### src/rtl/lanePkg.sv
package lanePkg;

	localparam int wordWidth = 32;	// Datapath width
	localparam int halfWidth = wordWidth / 2;	// Multiply split point
	localparam int regCount = 16;	// Architectural registers
	localparam int regIdWidth = $clog2(regCount);
	localparam int cmdWidth = 8;	// Predicate plus operation
	localparam int ixtWidth = 3;	// ALU sub-function field

	typedef logic [wordWidth-1:0] laneWordT;	// One data word
	typedef logic [regIdWidth-1:0] regIdT;	// Register index

	// Low six bits of the command
	typedef enum logic [5:0] {
		UOP_NOP = 6'h00,	// Does nothing
		UOP_MOV_IR = 6'h01,	// Rm gets immediate
		UOP_ALU3 = 6'h02,	// Rm gets Rs op Rt
		UOP_ALUCMP = 6'h03,	// T gets Rs cmp Rt
		UOP_MULW3 = 6'h04,	// Rm gets low word of Rs*Rt
		UOP_MOV_RM = 6'h05,	// Store Rm at Rs+imm
		UOP_MOV_MR = 6'h06	// Rm gets load from Rs+imm
	} uOpT;

	// Meaning depends on the operation
	typedef enum logic [2:0] {
		ALU_ADD = 3'd0,	// ALU3 sum
		ALU_SUB = 3'd1,	// ALU3 difference
		ALU_AND = 3'd2,
		ALU_OR = 3'd3,
		ALU_XOR = 3'd4,
		CMP_EQ = 3'd5,	// ALUCMP equal
		CMP_GT = 3'd6	// ALUCMP signed greater
	} aluFnT;

	// Top two bits of the command
	typedef enum logic [1:0] {
		PRED_ALWAYS = 2'd0,	// Unconditional
		PRED_NEVER = 2'd1,	// Squashed
		PRED_IF_T = 2'd2,	// Runs when T set
		PRED_IF_NOT_T = 2'd3	// Runs when T clear
	} predT;

	// Enumerated operation check
	function automatic logic isKnownUOp(input uOpT op);
		return op inside {
			UOP_NOP,
			UOP_MOV_IR,
			UOP_ALU3,
			UOP_ALUCMP,
			UOP_MULW3,
			UOP_MOV_RM,
			UOP_MOV_MR
		};
	endfunction

endpackage
### src/rtl/laneRegFile.sv
module laneRegFile import lanePkg::*; (
	input logic clock,
	input logic reset,
	input logic writeEnable,	// From the writeback register
	input regIdT writeId,
	input laneWordT writeValue,
	input regIdT readIdA,	// Rs side
	input regIdT readIdB,	// Rt or Rm side
	output laneWordT readValueA,
	output laneWordT readValueB
);

	laneWordT regs [regCount];	// Architectural registers

	// Write-first read of one port
	function automatic laneWordT readPort(input regIdT id);
		if (writeEnable && (writeId == id)) begin
			return writeValue;	// Value being committed now
		end
		return regs[id];
	endfunction

	always_ff @(posedge clock) begin
		if (reset) begin
			for (int i = 0; i < regCount; i++) begin
				regs[i] <= '0;	// All registers start at zero
			end
		end else if (writeEnable) begin
			regs[writeId] <= writeValue;
		end
	end

	always_comb begin
		readValueA = readPort(readIdA);	// Asynchronous
		readValueB = readPort(readIdB);
	end

	// A commit must name a real register
	writeIdKnown: assert property (
		@(posedge clock) disable iff (reset)
		writeEnable |-> !$isunknown(writeId)
	) else $error("register write with unknown id");

endmodule

### config.mk
export PLATFORM = sky130hd
export DESIGN_NAME = laneRegFile
export DESIGN_NICKNAME = d
export VERILOG_FILES = /design/src/rtl/lanePkg.sv /design/src/rtl/laneRegFile.sv
export SDC_FILE = /design/constraint.sdc
export NUM_CORES = 1
export LEC_CHECK = 0
export BUFFER_PORTS_ARGS = -buffer_cell sky130_fd_sc_hd__buf_4
export CAP_MARGIN = 30
export CORE_MARGIN = 4
export CORE_UTILIZATION = 50
export CTS_BUF_LIST = sky130_fd_sc_hd__clkbuf_4
export CTS_CLUSTER_DIAMETER = 80
export DETAILED_ROUTE_END_ITERATION = 6
export PLACE_DENSITY = 0.67
export SKIP_LAST_GASP = 1
export SLEW_MARGIN = 20
export SYNTH_ARGS = -nofsm -noshare
export SYNTH_HDL_FRONTEND = slang
export SYNTH_SLANG_ARGS = --single-unit
### constraint.sdc
create_clock -name clock -period 2.5 [get_ports clock]
set_input_delay 0.25 -clock clock [delete_from_list [all_inputs] [get_ports clock]]
set_output_delay 0.25 -clock clock [all_outputs]
set_load 0.1 [all_outputs]
* After elaboration in Yosys (flattened, before gate mapping)
Memories as Yosys holds them, arrays and structs flattened.
Index checks and enable logic that the tools add are counted.
W data, S select, Z words.
** Operators by class
- Equality and inequality tests :: 2
- Reductions and logical operators :: 3
- Multiplexer cells :: 14
** Operators with widths (count)
- $mux W32 :: 5
- $reduce_or A32 Y1 :: 1
- $eq A4 B4 Y1 :: 2
- $mux W1 :: 8
- $mux W4 :: 1
- $logic_and A1 B1 Y1 :: 2
** Storage, ports and cells
- Output and inout port bits :: 64
- Memories :: 1
- Register bits :: 0
- Word-level logic and storage cells :: 20
- Bits in writable memories :: 512
** Memory list
- regs :: words 16, bits a word 32, rd ports 2, clocked after memory_dff 0, wr ports 16, line laneRegFile.sv:13 : laneWordT regs [regCount];

* Longest topological paths before layout
Gate-level depths: netlist of the first run.
- Word-level depth :: 5
- Gate-level depth with buffers :: 7
- Mapped depth without buffers :: 4

* Least setup slack after synthesis of the first run
No wires, ideal clock.
- Kind :: input to output
- From :: input readIdA[0]
- To :: output readValueA[10]
- Setup slack :: 0.111 ns
- Stages on the path :: 7
- Arrival :: 2.139 ns
- Buffers on the path :: 3
- Path through :: clkbuf_1 > buf_2 > buf_2 > mux4_2 > a22oi_1 > nand2_1 > mux2_2
** Between the ends
- Longest elaborated chain between the ends :: 4
- Elaborated cells between the ends (all ways) :: 5
** RTL lines
- start, declared :: line laneRegFile.sv:7 : input regIdT readIdA,
- parallel branches: the longest is 3 deep, another holds $mem_v2 Z16 W32
- $mux W32 (*) :: line laneRegFile.sv:20 : return regs[id];
- end, declared :: line laneRegFile.sv:9 : output laneWordT readValueA,
Every way passes the cells marked *.

==> flow_summary.html, run 1 <==
<table>
<tr><th>Metric</th><th>Value</th></tr>
<tr><th colspan="2">Power and ir drop</th></tr>
<tr><td>Total power after layout</td><td>22.3 mW</td></tr>
<tr><td>Static Leak</td><td>11.9 nW</td></tr>
<tr><td>Largest voltage drop on the vdd net</td><td>445 uV</td></tr>
<tr><td>Power per standard cell area</td><td>664 nW/um2</td></tr>
<tr><th colspan="2">STA</th></tr>
<tr><td>Worst setup slack after layout</td><td>-0.571 ns</td></tr>
<tr><td>Normalized max-slew margin</td><td>55.6%</td></tr>
<tr><td>Final-layout worst hold slack</td><td>0.157 ns</td></tr>
<tr><td>Peak clock frequency supported by timing</td><td>0.326 GHz</td></tr>
<tr><td>Unrepaired setup endpoints after global routing</td><td>yes</td></tr>
<tr><td>Post-layout min period</td><td>3.07 ns</td></tr>
<tr><td>Period Utilization, post-route</td><td>123%</td></tr>
<tr><td>Endpoints failing setup</td><td>64</td></tr>
<tr><td>Slew at the pin closest to its max-slew limit</td><td>0.666 ns</td></tr>
<tr><td>Total count of hold-check failures in the final report</td><td>0</td></tr>
<tr><td>Final max-slew violation count</td><td>0</td></tr>
<tr><th colspan="2">Finish</th></tr>
<tr><td>Share of the core filled with cells in the final layout</td><td>62.0%</td></tr>
<tr><td>Registers with the most flip-flops</td><td>regs x512</td></tr>
<tr><td>Final net count</td><td>2,047</td></tr>
<tr><td>Share of cells above drive strength 1</td><td>43.5%</td></tr>
<tr><td>Flip-flop count of the largest register, all copies and words added</td><td>512</td></tr>
<tr><td>Area growth from synthesis to final layout</td><td>22.5%</td></tr>
<tr><td>Fillers</td><td>3,967</td></tr>
<tr><td>Largest reg by FF count</td><td>regs</td></tr>
<tr><th colspan="2">Routing</th></tr>
<tr><td>Final wirelength</td><td>84.1 mm</td></tr>
<tr><td>Iteration count of the initial detailed-routing pass</td><td>5</td></tr>
<tr><td>Residual antenna-violating net count after detailed routing</td><td>0</td></tr>
<tr><td>DRC violation total after the first TritonRoute iteration</td><td>2,270</td></tr>
<tr><td>Average routed wire per standard cell</td><td>30.1 um</td></tr>
<tr><td>Routed vias/inst</td><td>6.38</td></tr>
<tr><td>Drc violations</td><td>0</td></tr>
<tr><td>Total number of vias</td><td>17,834</td></tr>
<tr><th colspan="2">Floorplan</th></tr>
<tr><td>I/O pin cnt</td><td>111</td></tr>
<tr><td>Number of rows in the core area</td><td>85</td></tr>
<tr><td>Chip Height</td><td>242 um</td></tr>
<tr><td>Starting density of the core</td><td>50.6%</td></tr>
<tr><td>Die outline area</td><td>58,500 um2</td></tr>
<tr><td>Total core area</td><td>54,000 um2</td></tr>
<tr><td>Die width</td><td>242 um</td></tr>
<tr><th colspan="2">GRT</th></tr>
<tr><td>Pin count of the biggest net entering global routing</td><td>33</td></tr>
<tr><td>Global-route wire length before repair</td><td>124 mm</td></tr>
<tr><td>Number of global-route vias before repair</td><td>18,986</td></tr>
<tr><td>GR Overflow Total</td><td>0</td></tr>
<tr><td>Initial antenna violation count</td><td>1</td></tr>
<tr><td>Global-route total usage across every layer</td><td>29.0%</td></tr>
<tr><th colspan="2">Synth</th></tr>
<tr><td>Ys Warns</td><td>0</td></tr>
<tr><td>Instance count of the mapped netlist</td><td>1,766</td></tr>
<tr><td>Number of distinct library cells after synthesis</td><td>22</td></tr>
<tr><td>Average instance area after synthesis</td><td>15.5 um2</td></tr>
<tr><td>Most used standard cells in the synthesized netlist</td><td>sky130_fd_sc_hd__and2_1, sky130_fd_sc_hd__edfxtp_1, sky130_fd_sc_hd__mux4_2</td></tr>
<tr><td>Area fraction of the dominant cell type after synthesis</td><td>56.2%</td></tr>
<tr><td>Number of flip-flops and latches in the synthesized netlist</td><td>512</td></tr>
<tr><td>Netlist area before placement</td><td>27,300 um2</td></tr>
<tr><td>Largest area contributor in the synthesized netlist</td><td>sky130_fd_sc_hd__edfxtp_1</td></tr>
<tr><td>Share of synthesized area occupied by flip-flops and latches</td><td>56.2%</td></tr>
<tr><td>Ranking of synthesized cells by area</td><td>sky130_fd_sc_hd__edfxtp_1, sky130_fd_sc_hd__mux4_2, sky130_fd_sc_hd__and2_1</td></tr>
<tr><td>Share of synthesized flip-flops with an asynchronous set or reset</td><td>0%</td></tr>
<tr><td>Number of synthesized flops with an enable pin</td><td>512</td></tr>
<tr><td>Number of nets in the synthesized netlist</td><td>1,813</td></tr>
<tr><td>Most used flip-flop cell after synthesis</td><td>sky130_fd_sc_hd__edfxtp_1</td></tr>
<tr><th colspan="2">Setup path</th></tr>
<tr><td>Critical Path Sink Type</td><td>output pin</td></tr>
<tr><td>Critical setup path kind</td><td>reg -&gt; out</td></tr>
<tr><td>Critical Path Source Type</td><td>flop</td></tr>
<tr><td>Largest fanout on the critical path</td><td>2</td></tr>
<tr><td>Required arrival time at the worst endpoint</td><td>2.25 ns</td></tr>
<tr><td>Data arrival at the endpoint of the critical path</td><td>2.82 ns</td></tr>
<tr><th colspan="2">Hold path</th></tr>
<tr><td>Destination of the worst hold path</td><td>regs[4][27]</td></tr>
<tr><td>Worst min-delay path startpoint</td><td>writeId[1]</td></tr>
<tr><td>Worst hold path cell count</td><td>4</td></tr>
<tr><td>Worst min-delay path category</td><td>in -&gt; reg</td></tr>
<tr><th colspan="2">Run</th></tr>
<tr><td>Max-capacitance violation count</td><td>0</td></tr>
<tr><th colspan="2">CTS</th></tr>
<tr><td>Clock buffers created by TritonCTS</td><td>138</td></tr>
<tr><td>Clock tree from TritonCTS</td><td>done</td></tr>
<tr><td>Buffer type at the clock tree root</td><td>sky130_fd_sc_hd__clkbuf_4</td></tr>
<tr><td>Post CTS Setup Buffer Count</td><td>0</td></tr>
<tr><td>Maximum root-to-sink buffer count</td><td>3</td></tr>
<tr><td>H-tree levels</td><td>4</td></tr>
<tr><td>CTS clk-pin slew, worst paths</td><td>0.07 ns</td></tr>
<tr><td>Clock Sink Count</td><td>512</td></tr>
<tr><th colspan="2">Run status</th></tr>
<tr><td>Violated checks</td><td>setup timing</td></tr>
<tr><td>Outcome</td><td>finished with violations</td></tr>
<tr><th colspan="2">Place</th></tr>
<tr><td>Final GP Congestion</td><td>0.836</td></tr>
<tr><td>Half-perimeter wire length of the detailed placement result</td><td>48.1 mm</td></tr>
<tr><td>Number of buffers inserted by port buffering</td><td>110</td></tr>
</table>
## critical path, stage by stage, from the launching register on
cell	delay (ns)
sky130_fd_sc_hd__edfxtp_1	0.41
sky130_fd_sc_hd__mux4_2	0.48
sky130_fd_sc_hd__mux4_2	0.50
sky130_fd_sc_hd__mux2_4	0.30
sky130_fd_sc_hd__buf_12	0.17
## through the flow
step	cell area (um2)	TNS (ns)	cells	setup WS (ns)
after floorplan	27300	0	1766	0.111
after global placement	30100	0	2521	0.00818
after detailed placement	30100	0	2521	0.00537
after CTS	33400	-29.28	2793	-0.657
after global routing	33500	-29.54	2794	-0.635
final	33500	-23.65	2794	-0.571
## cells by family after synthesis
kind of cell,count (synthesis),share of synthesized area (%)
AND/OR/NAND/NOR,626,13.6
multiplexers,322,23.9
AO/OA/AOI/OAI,124,3.40
flip-flops,512,56.2
buffers and inverters,174,2.58
XOR/XNOR,8,0.256
## cell usage in the layout, fill, tap and decap left out, types with 9 or more instances in the layout
cell type / count
sky130_fd_sc_hd__mux2_4: 54
sky130_fd_sc_hd__buf_12: 103
sky130_fd_sc_hd__buf_6: 9
sky130_fd_sc_hd__nand2_2: 10
sky130_fd_sc_hd__and2_1: 512
sky130_fd_sc_hd__dlygate4sd3_1: 35
sky130_fd_sc_hd__clkbuf_4: 201
sky130_fd_sc_hd__a22oi_2: 93
sky130_fd_sc_hd__mux4_2: 258
sky130_fd_sc_hd__mux2_2: 10
sky130_fd_sc_hd__nor2_4: 14
sky130_fd_sc_hd__a22oi_1: 31
sky130_fd_sc_hd__buf_4: 117
sky130_fd_sc_hd__edfxtp_1: 512
sky130_fd_sc_hd__nand2_1: 56
sky130_fd_sc_hd__clkinv_1: 24
sky130_fd_sc_hd__or2_2: 16
## final cells by class
type	instances	area [um2]	share of cell area, %
clock buffer	201	1510	4.50
timing repair buffer	268	3450	10.3
antenna	1	2.50	0.00747
multi-input combinational	1080	12100	36.2
tap	696	871	2.60
clock inverter	36	171	0.512
sequential	512	15400	45.9
## power breakdown
part / internal (mW) / leakage [nW] / switching [mW] / total [mW]
logic: 2.00 / 6.05 / 2.77 / 4.77
clock network: 3.77 / 1.02 / 3.53 / 7.31
registers: 9.94 / 4.88 / 0.239 / 10.2
## worst max path at each step
stage / to / from / slack (ns)
global placement: readValueA[10] / readIdA[0] / 0.008
finish: readValueA[30] / regs[3][30] / -0.57
detailed placement: readValueA[5] / readIdA[0] / 0.005
floorplan: readValueA[10] / readIdA[0] / 0.11
CTS: readValueA[30] / regs[10][30] / -0.66
global route: readValueA[30] / regs[12][30] / -0.63
## what timing repair did
action,CTS,global route
endpoints found under the hold margin,680,0
hold buffers,35,0
setup endpoints to repair,64,64
pin swaps,114,13
resized for setup,307,26
## layer usage
layer | share of wire, % | GRT usage [%] | vias up
met1 | 38 | 38.5 | 9205
met4 | 3.3 | 12.0 | 0
met3 | 10 | 7.16 | 186
li1 | - | - | 7386
met2 | 49 | 46.4 | 1057
met5 | 0 | 0 | -
Power figures use the tool's default switching activity.
==> run 2, diff against run 1 <==
--- a/config.mk
+++ b/config.mk
@@ -7,12 +7,14 @@
 export LEC_CHECK = 0
 export BUFFER_PORTS_ARGS = -buffer_cell sky130_fd_sc_hd__buf_4
 export CAP_MARGIN = 30
+export CELL_PAD_IN_SITES_DETAIL_PLACEMENT = 1
+export CELL_PAD_IN_SITES_GLOBAL_PLACEMENT = 2
 export CORE_MARGIN = 4
-export CORE_UTILIZATION = 50
+export CORE_UTILIZATION = 48
 export CTS_BUF_LIST = sky130_fd_sc_hd__clkbuf_4
 export CTS_CLUSTER_DIAMETER = 80
 export DETAILED_ROUTE_END_ITERATION = 6
-export PLACE_DENSITY = 0.67
+export PLACE_DENSITY_LB_ADDON = 0.1
 export SKIP_LAST_GASP = 1
 export SLEW_MARGIN = 20
 export SYNTH_ARGS = -nofsm -noshare
==> run 2 against run 1 <==
The run still ends with setup timing left. Cell area increased by 0.47%. Cell count is 2.1% higher. Via count is 1.2% higher. Fmax fell by 1.0%. Worst setup slack worse by 0.032 ns. Sequential cell count stayed put. Power is 2.7% higher. Hold slack got worse by 0.0049 ns. Clock-buffer cell count is 5 higher.
==> flow_summary.html, run 2 (synthesized netlist as in run 1, its figures left out) <==
<table>
<tr><th>Metric</th><th>Value</th></tr>
<tr><th colspan="2">Floorplan</th></tr>
<tr><td>Number of rows in the core area</td><td>87 (+2.4%)</td></tr>
<tr><td>Die outline area</td><td>60,900 um2 (+4.0%)</td></tr>
<tr><td>Total core area</td><td>56,400 um2 (+4.4%)</td></tr>
<tr><td>Die width</td><td>247 um (+2.0%)</td></tr>
<tr><td>Starting density of the core</td><td>48.5% (-2.1 points)</td></tr>
<tr><td>Chip Height</td><td>247 um (+2.0%)</td></tr>
<tr><td>I/O pin cnt</td><td>111 (unchanged)</td></tr>
<tr><th colspan="2">Setup path</th></tr>
<tr><td>Data arrival at the endpoint of the critical path</td><td>2.85 ns (+0.03 ns)</td></tr>
<tr><td>Required arrival time at the worst endpoint</td><td>2.25 ns (about the same)</td></tr>
<tr><td>Critical setup path kind</td><td>reg -&gt; out</td></tr>
<tr><td>Critical Path Sink Type</td><td>output pin</td></tr>
<tr><td>Largest fanout on the critical path</td><td>2 (unchanged)</td></tr>
<tr><td>Critical Path Source Type</td><td>flop</td></tr>
<tr><th colspan="2">Routing</th></tr>
<tr><td>Routed vias/inst</td><td>6.33 (-0.88%)</td></tr>
<tr><td>Residual antenna-violating net count after detailed routing</td><td>0 (unchanged)</td></tr>
<tr><td>DRC violation total after the first TritonRoute iteration</td><td>1,825 (-20%)</td></tr>
<tr><td>Final wirelength</td><td>93.7 mm (+11%)</td></tr>
<tr><td>Average routed wire per standard cell</td><td>32.8 um (+9.1%)</td></tr>
<tr><td>Iteration count of the initial detailed-routing pass</td><td>5 (unchanged)</td></tr>
<tr><td>Drc violations</td><td>0 (unchanged)</td></tr>
<tr><td>Total number of vias</td><td>18,051 (+1.2%)</td></tr>
<tr><th colspan="2">Place</th></tr>
<tr><td>Final GP Congestion</td><td>0.805 (-3.6%)</td></tr>
<tr><td>Number of buffers inserted by port buffering</td><td>110 (unchanged)</td></tr>
<tr><td>Instance area after placement</td><td>30,100 um2 (about the same)</td></tr>
<tr><td>Half-perimeter wire length of the detailed placement result</td><td>53.9 mm (+12%)</td></tr>
<tr><th colspan="2">Run status</th></tr>
<tr><td>Outcome</td><td>finished with violations</td></tr>
<tr><td>Violated checks</td><td>setup timing</td></tr>
<tr><th colspan="2">Finish</th></tr>
<tr><td>Fillers</td><td>5,178 (+31%)</td></tr>
<tr><td>Post-route cell area</td><td>33,700 um2 (+0.47%)</td></tr>
<tr><td>Flip-flop count of the largest register, all copies and words added</td><td>512 (unchanged)</td></tr>
<tr><td>Area growth from synthesis to final layout</td><td>23.1%</td></tr>
<tr><td>Registers with the most flip-flops</td><td>regs x512</td></tr>
<tr><td>Largest reg by FF count</td><td>regs</td></tr>
<tr><td>Most used cells in the layout excluding fill and tap cells</td><td>sky130_fd_sc_hd__and2_1, sky130_fd_sc_hd__edfxtp_1, sky130_fd_sc_hd__mux4_2, sky130_fd_sc_hd__clkbuf_4, sky130_fd_sc_hd__buf_4</td></tr>
<tr><td>Share of cells above drive strength 1</td><td>44.2% (+0.63 points)</td></tr>
<tr><td>Final net count</td><td>2,055 (+0.39%)</td></tr>
<tr><th colspan="2">GRT</th></tr>
<tr><td>Initial antenna violation count</td><td>7 (+6)</td></tr>
<tr><td>Pin count of the biggest net entering global routing</td><td>33 (unchanged)</td></tr>
<tr><td>Number of global-route vias before repair</td><td>19,867 (+4.6%)</td></tr>
<tr><td>Global-route wire length before repair</td><td>136 mm (+9.7%)</td></tr>
<tr><td>GR Overflow Total</td><td>0 (unchanged)</td></tr>
<tr><td>Global-route total usage across every layer</td><td>31.4% (+2.4 points)</td></tr>
<tr><th colspan="2">Power and ir drop</th></tr>
<tr><td>Power per standard cell area</td><td>679 nW/um2 (+2.2%)</td></tr>
<tr><td>Static Leak</td><td>12.0 nW (+0.13%)</td></tr>
<tr><td>Largest voltage drop on the vdd net</td><td>408 uV (-8.3%)</td></tr>
<tr><td>Total power after layout</td><td>22.9 mW (+2.7%)</td></tr>
<tr><th colspan="2">CTS</th></tr>
<tr><td>Clock Sink Count</td><td>512 (unchanged)</td></tr>
<tr><td>Maximum root-to-sink buffer count</td><td>3 (unchanged)</td></tr>
<tr><td>Clock buffers created by TritonCTS</td><td>145 (+5.1%)</td></tr>
<tr><td>H-tree levels</td><td>4 (unchanged)</td></tr>
<tr><td>Post CTS Setup Buffer Count</td><td>0 (unchanged)</td></tr>
<tr><td>CTS clk-pin slew, worst paths</td><td>0.07 ns (about the same)</td></tr>
<tr><td>Clock tree from TritonCTS</td><td>done</td></tr>
<tr><td>Buffer type at the clock tree root</td><td>sky130_fd_sc_hd__clkbuf_4</td></tr>
<tr><th colspan="2">STA</th></tr>
<tr><td>Total count of hold-check failures in the final report</td><td>0 (unchanged)</td></tr>
<tr><td>Post-layout min period</td><td>3.10 ns (+0.0323 ns)</td></tr>
<tr><td>Endpoints failing setup</td><td>64 (unchanged)</td></tr>
<tr><td>Final setup TNS</td><td>-24.59 ns (-0.940 ns)</td></tr>
<tr><td>Worst setup slack after layout</td><td>-0.604 ns (-0.0323 ns)</td></tr>
<tr><td>Slew at the pin closest to its max-slew limit</td><td>0.713 ns (+0.0475 ns)</td></tr>
<tr><td>Normalized max-slew margin</td><td>52.3% (-3.3 points)</td></tr>
<tr><td>Period Utilization, post-route</td><td>124% (+1.3 points)</td></tr>
<tr><td>Unrepaired setup endpoints after global routing</td><td>yes</td></tr>
<tr><td>Final max-slew violation count</td><td>0 (unchanged)</td></tr>
<tr><td>Peak clock frequency supported by timing</td><td>0.322 GHz (-1.0%)</td></tr>
<tr><th colspan="2">Run</th></tr>
<tr><td>Max-capacitance violation count</td><td>0 (unchanged)</td></tr>
<tr><th colspan="2">Hold path</th></tr>
<tr><td>Worst min-delay path category</td><td>in -&gt; reg</td></tr>
</table>
run 2: power by group:
group,internal [mW],switching [mW]
sequential,9.94,0.260
combinational,1.99,2.85
clock,4.14,3.67
total,16.1,6.78
run 2: final cells by class:
| type | count | area (um2) | share of cell area [%] |
|---|---|---|---|
| Antenna cell | 5 | 12.5 | 0.0372 |
| Timing Repair Buffer | 269 | 3420 | 10.2 |
| Multi-Input combinational cell | 1080 | 12200 | 36.1 |
| Clock buffer | 206 | 1550 | 4.59 |
| Tap cell | 756 | 946 | 2.81 |
| Sequential cell | 512 | 15400 | 45.7 |
| Clock inverter | 25 | 203 | 0.602 |
run 2: final timing paths:
| check | slack [ns] | depth (start not counted) | startpoint | end |
|---|---|---|---|---|
| min | 0.15 | 4 | writeId[1] | regs[0][12] |
| max | -0.60 | 4 | regs[13][30] | readValueB[30] |
run 2: worst max-delay path, stage by stage (launching register included):
cell                       delay, ns
sky130_fd_sc_hd__edfxtp_1       0.42
sky130_fd_sc_hd__mux4_2         0.49
sky130_fd_sc_hd__mux4_2         0.47
sky130_fd_sc_hd__mux2_4         0.31
sky130_fd_sc_hd__buf_12         0.17
run 2: through the flow:
stage          hold WS, ns  setup slack (ns)  instances  utilization [%]
2_1_floorplan        0.448             0.111       1766                -
3_3_place_gp         0.653            0.0242       2578             53.3
3_5_place_dp         0.662            0.0261       2579             53.3
4_1_cts             0.0464            -0.700       2848             59.4
5_1_grt              0.101            -0.686       2849             59.7
6_report             0.152            -0.604       2853             59.7
run 2: repair_timing:
item | 4_1_cts | 5_1_grt
hold buffers | 38 | 0
gates resized for setup | 308 | 31
pin swaps | 116 | 11
setup endpoints to repair | 64 | 64
hold endpoints to repair | 676 | 0
run 2: metal layers:
metal / global-route usage, % / routed length, um / up-vias / share of wire, %
li1: - / - / 7379 / -
met1: 39.4 / 35000 / 9559 / 37
met2: 54.2 / 48300 / 907 / 52
met3: 6.59 / 7430 / 206 / 7.9
met4: 11.1 / 2980 / 0 / 3.2
met5: 0 / 0 / - / 0
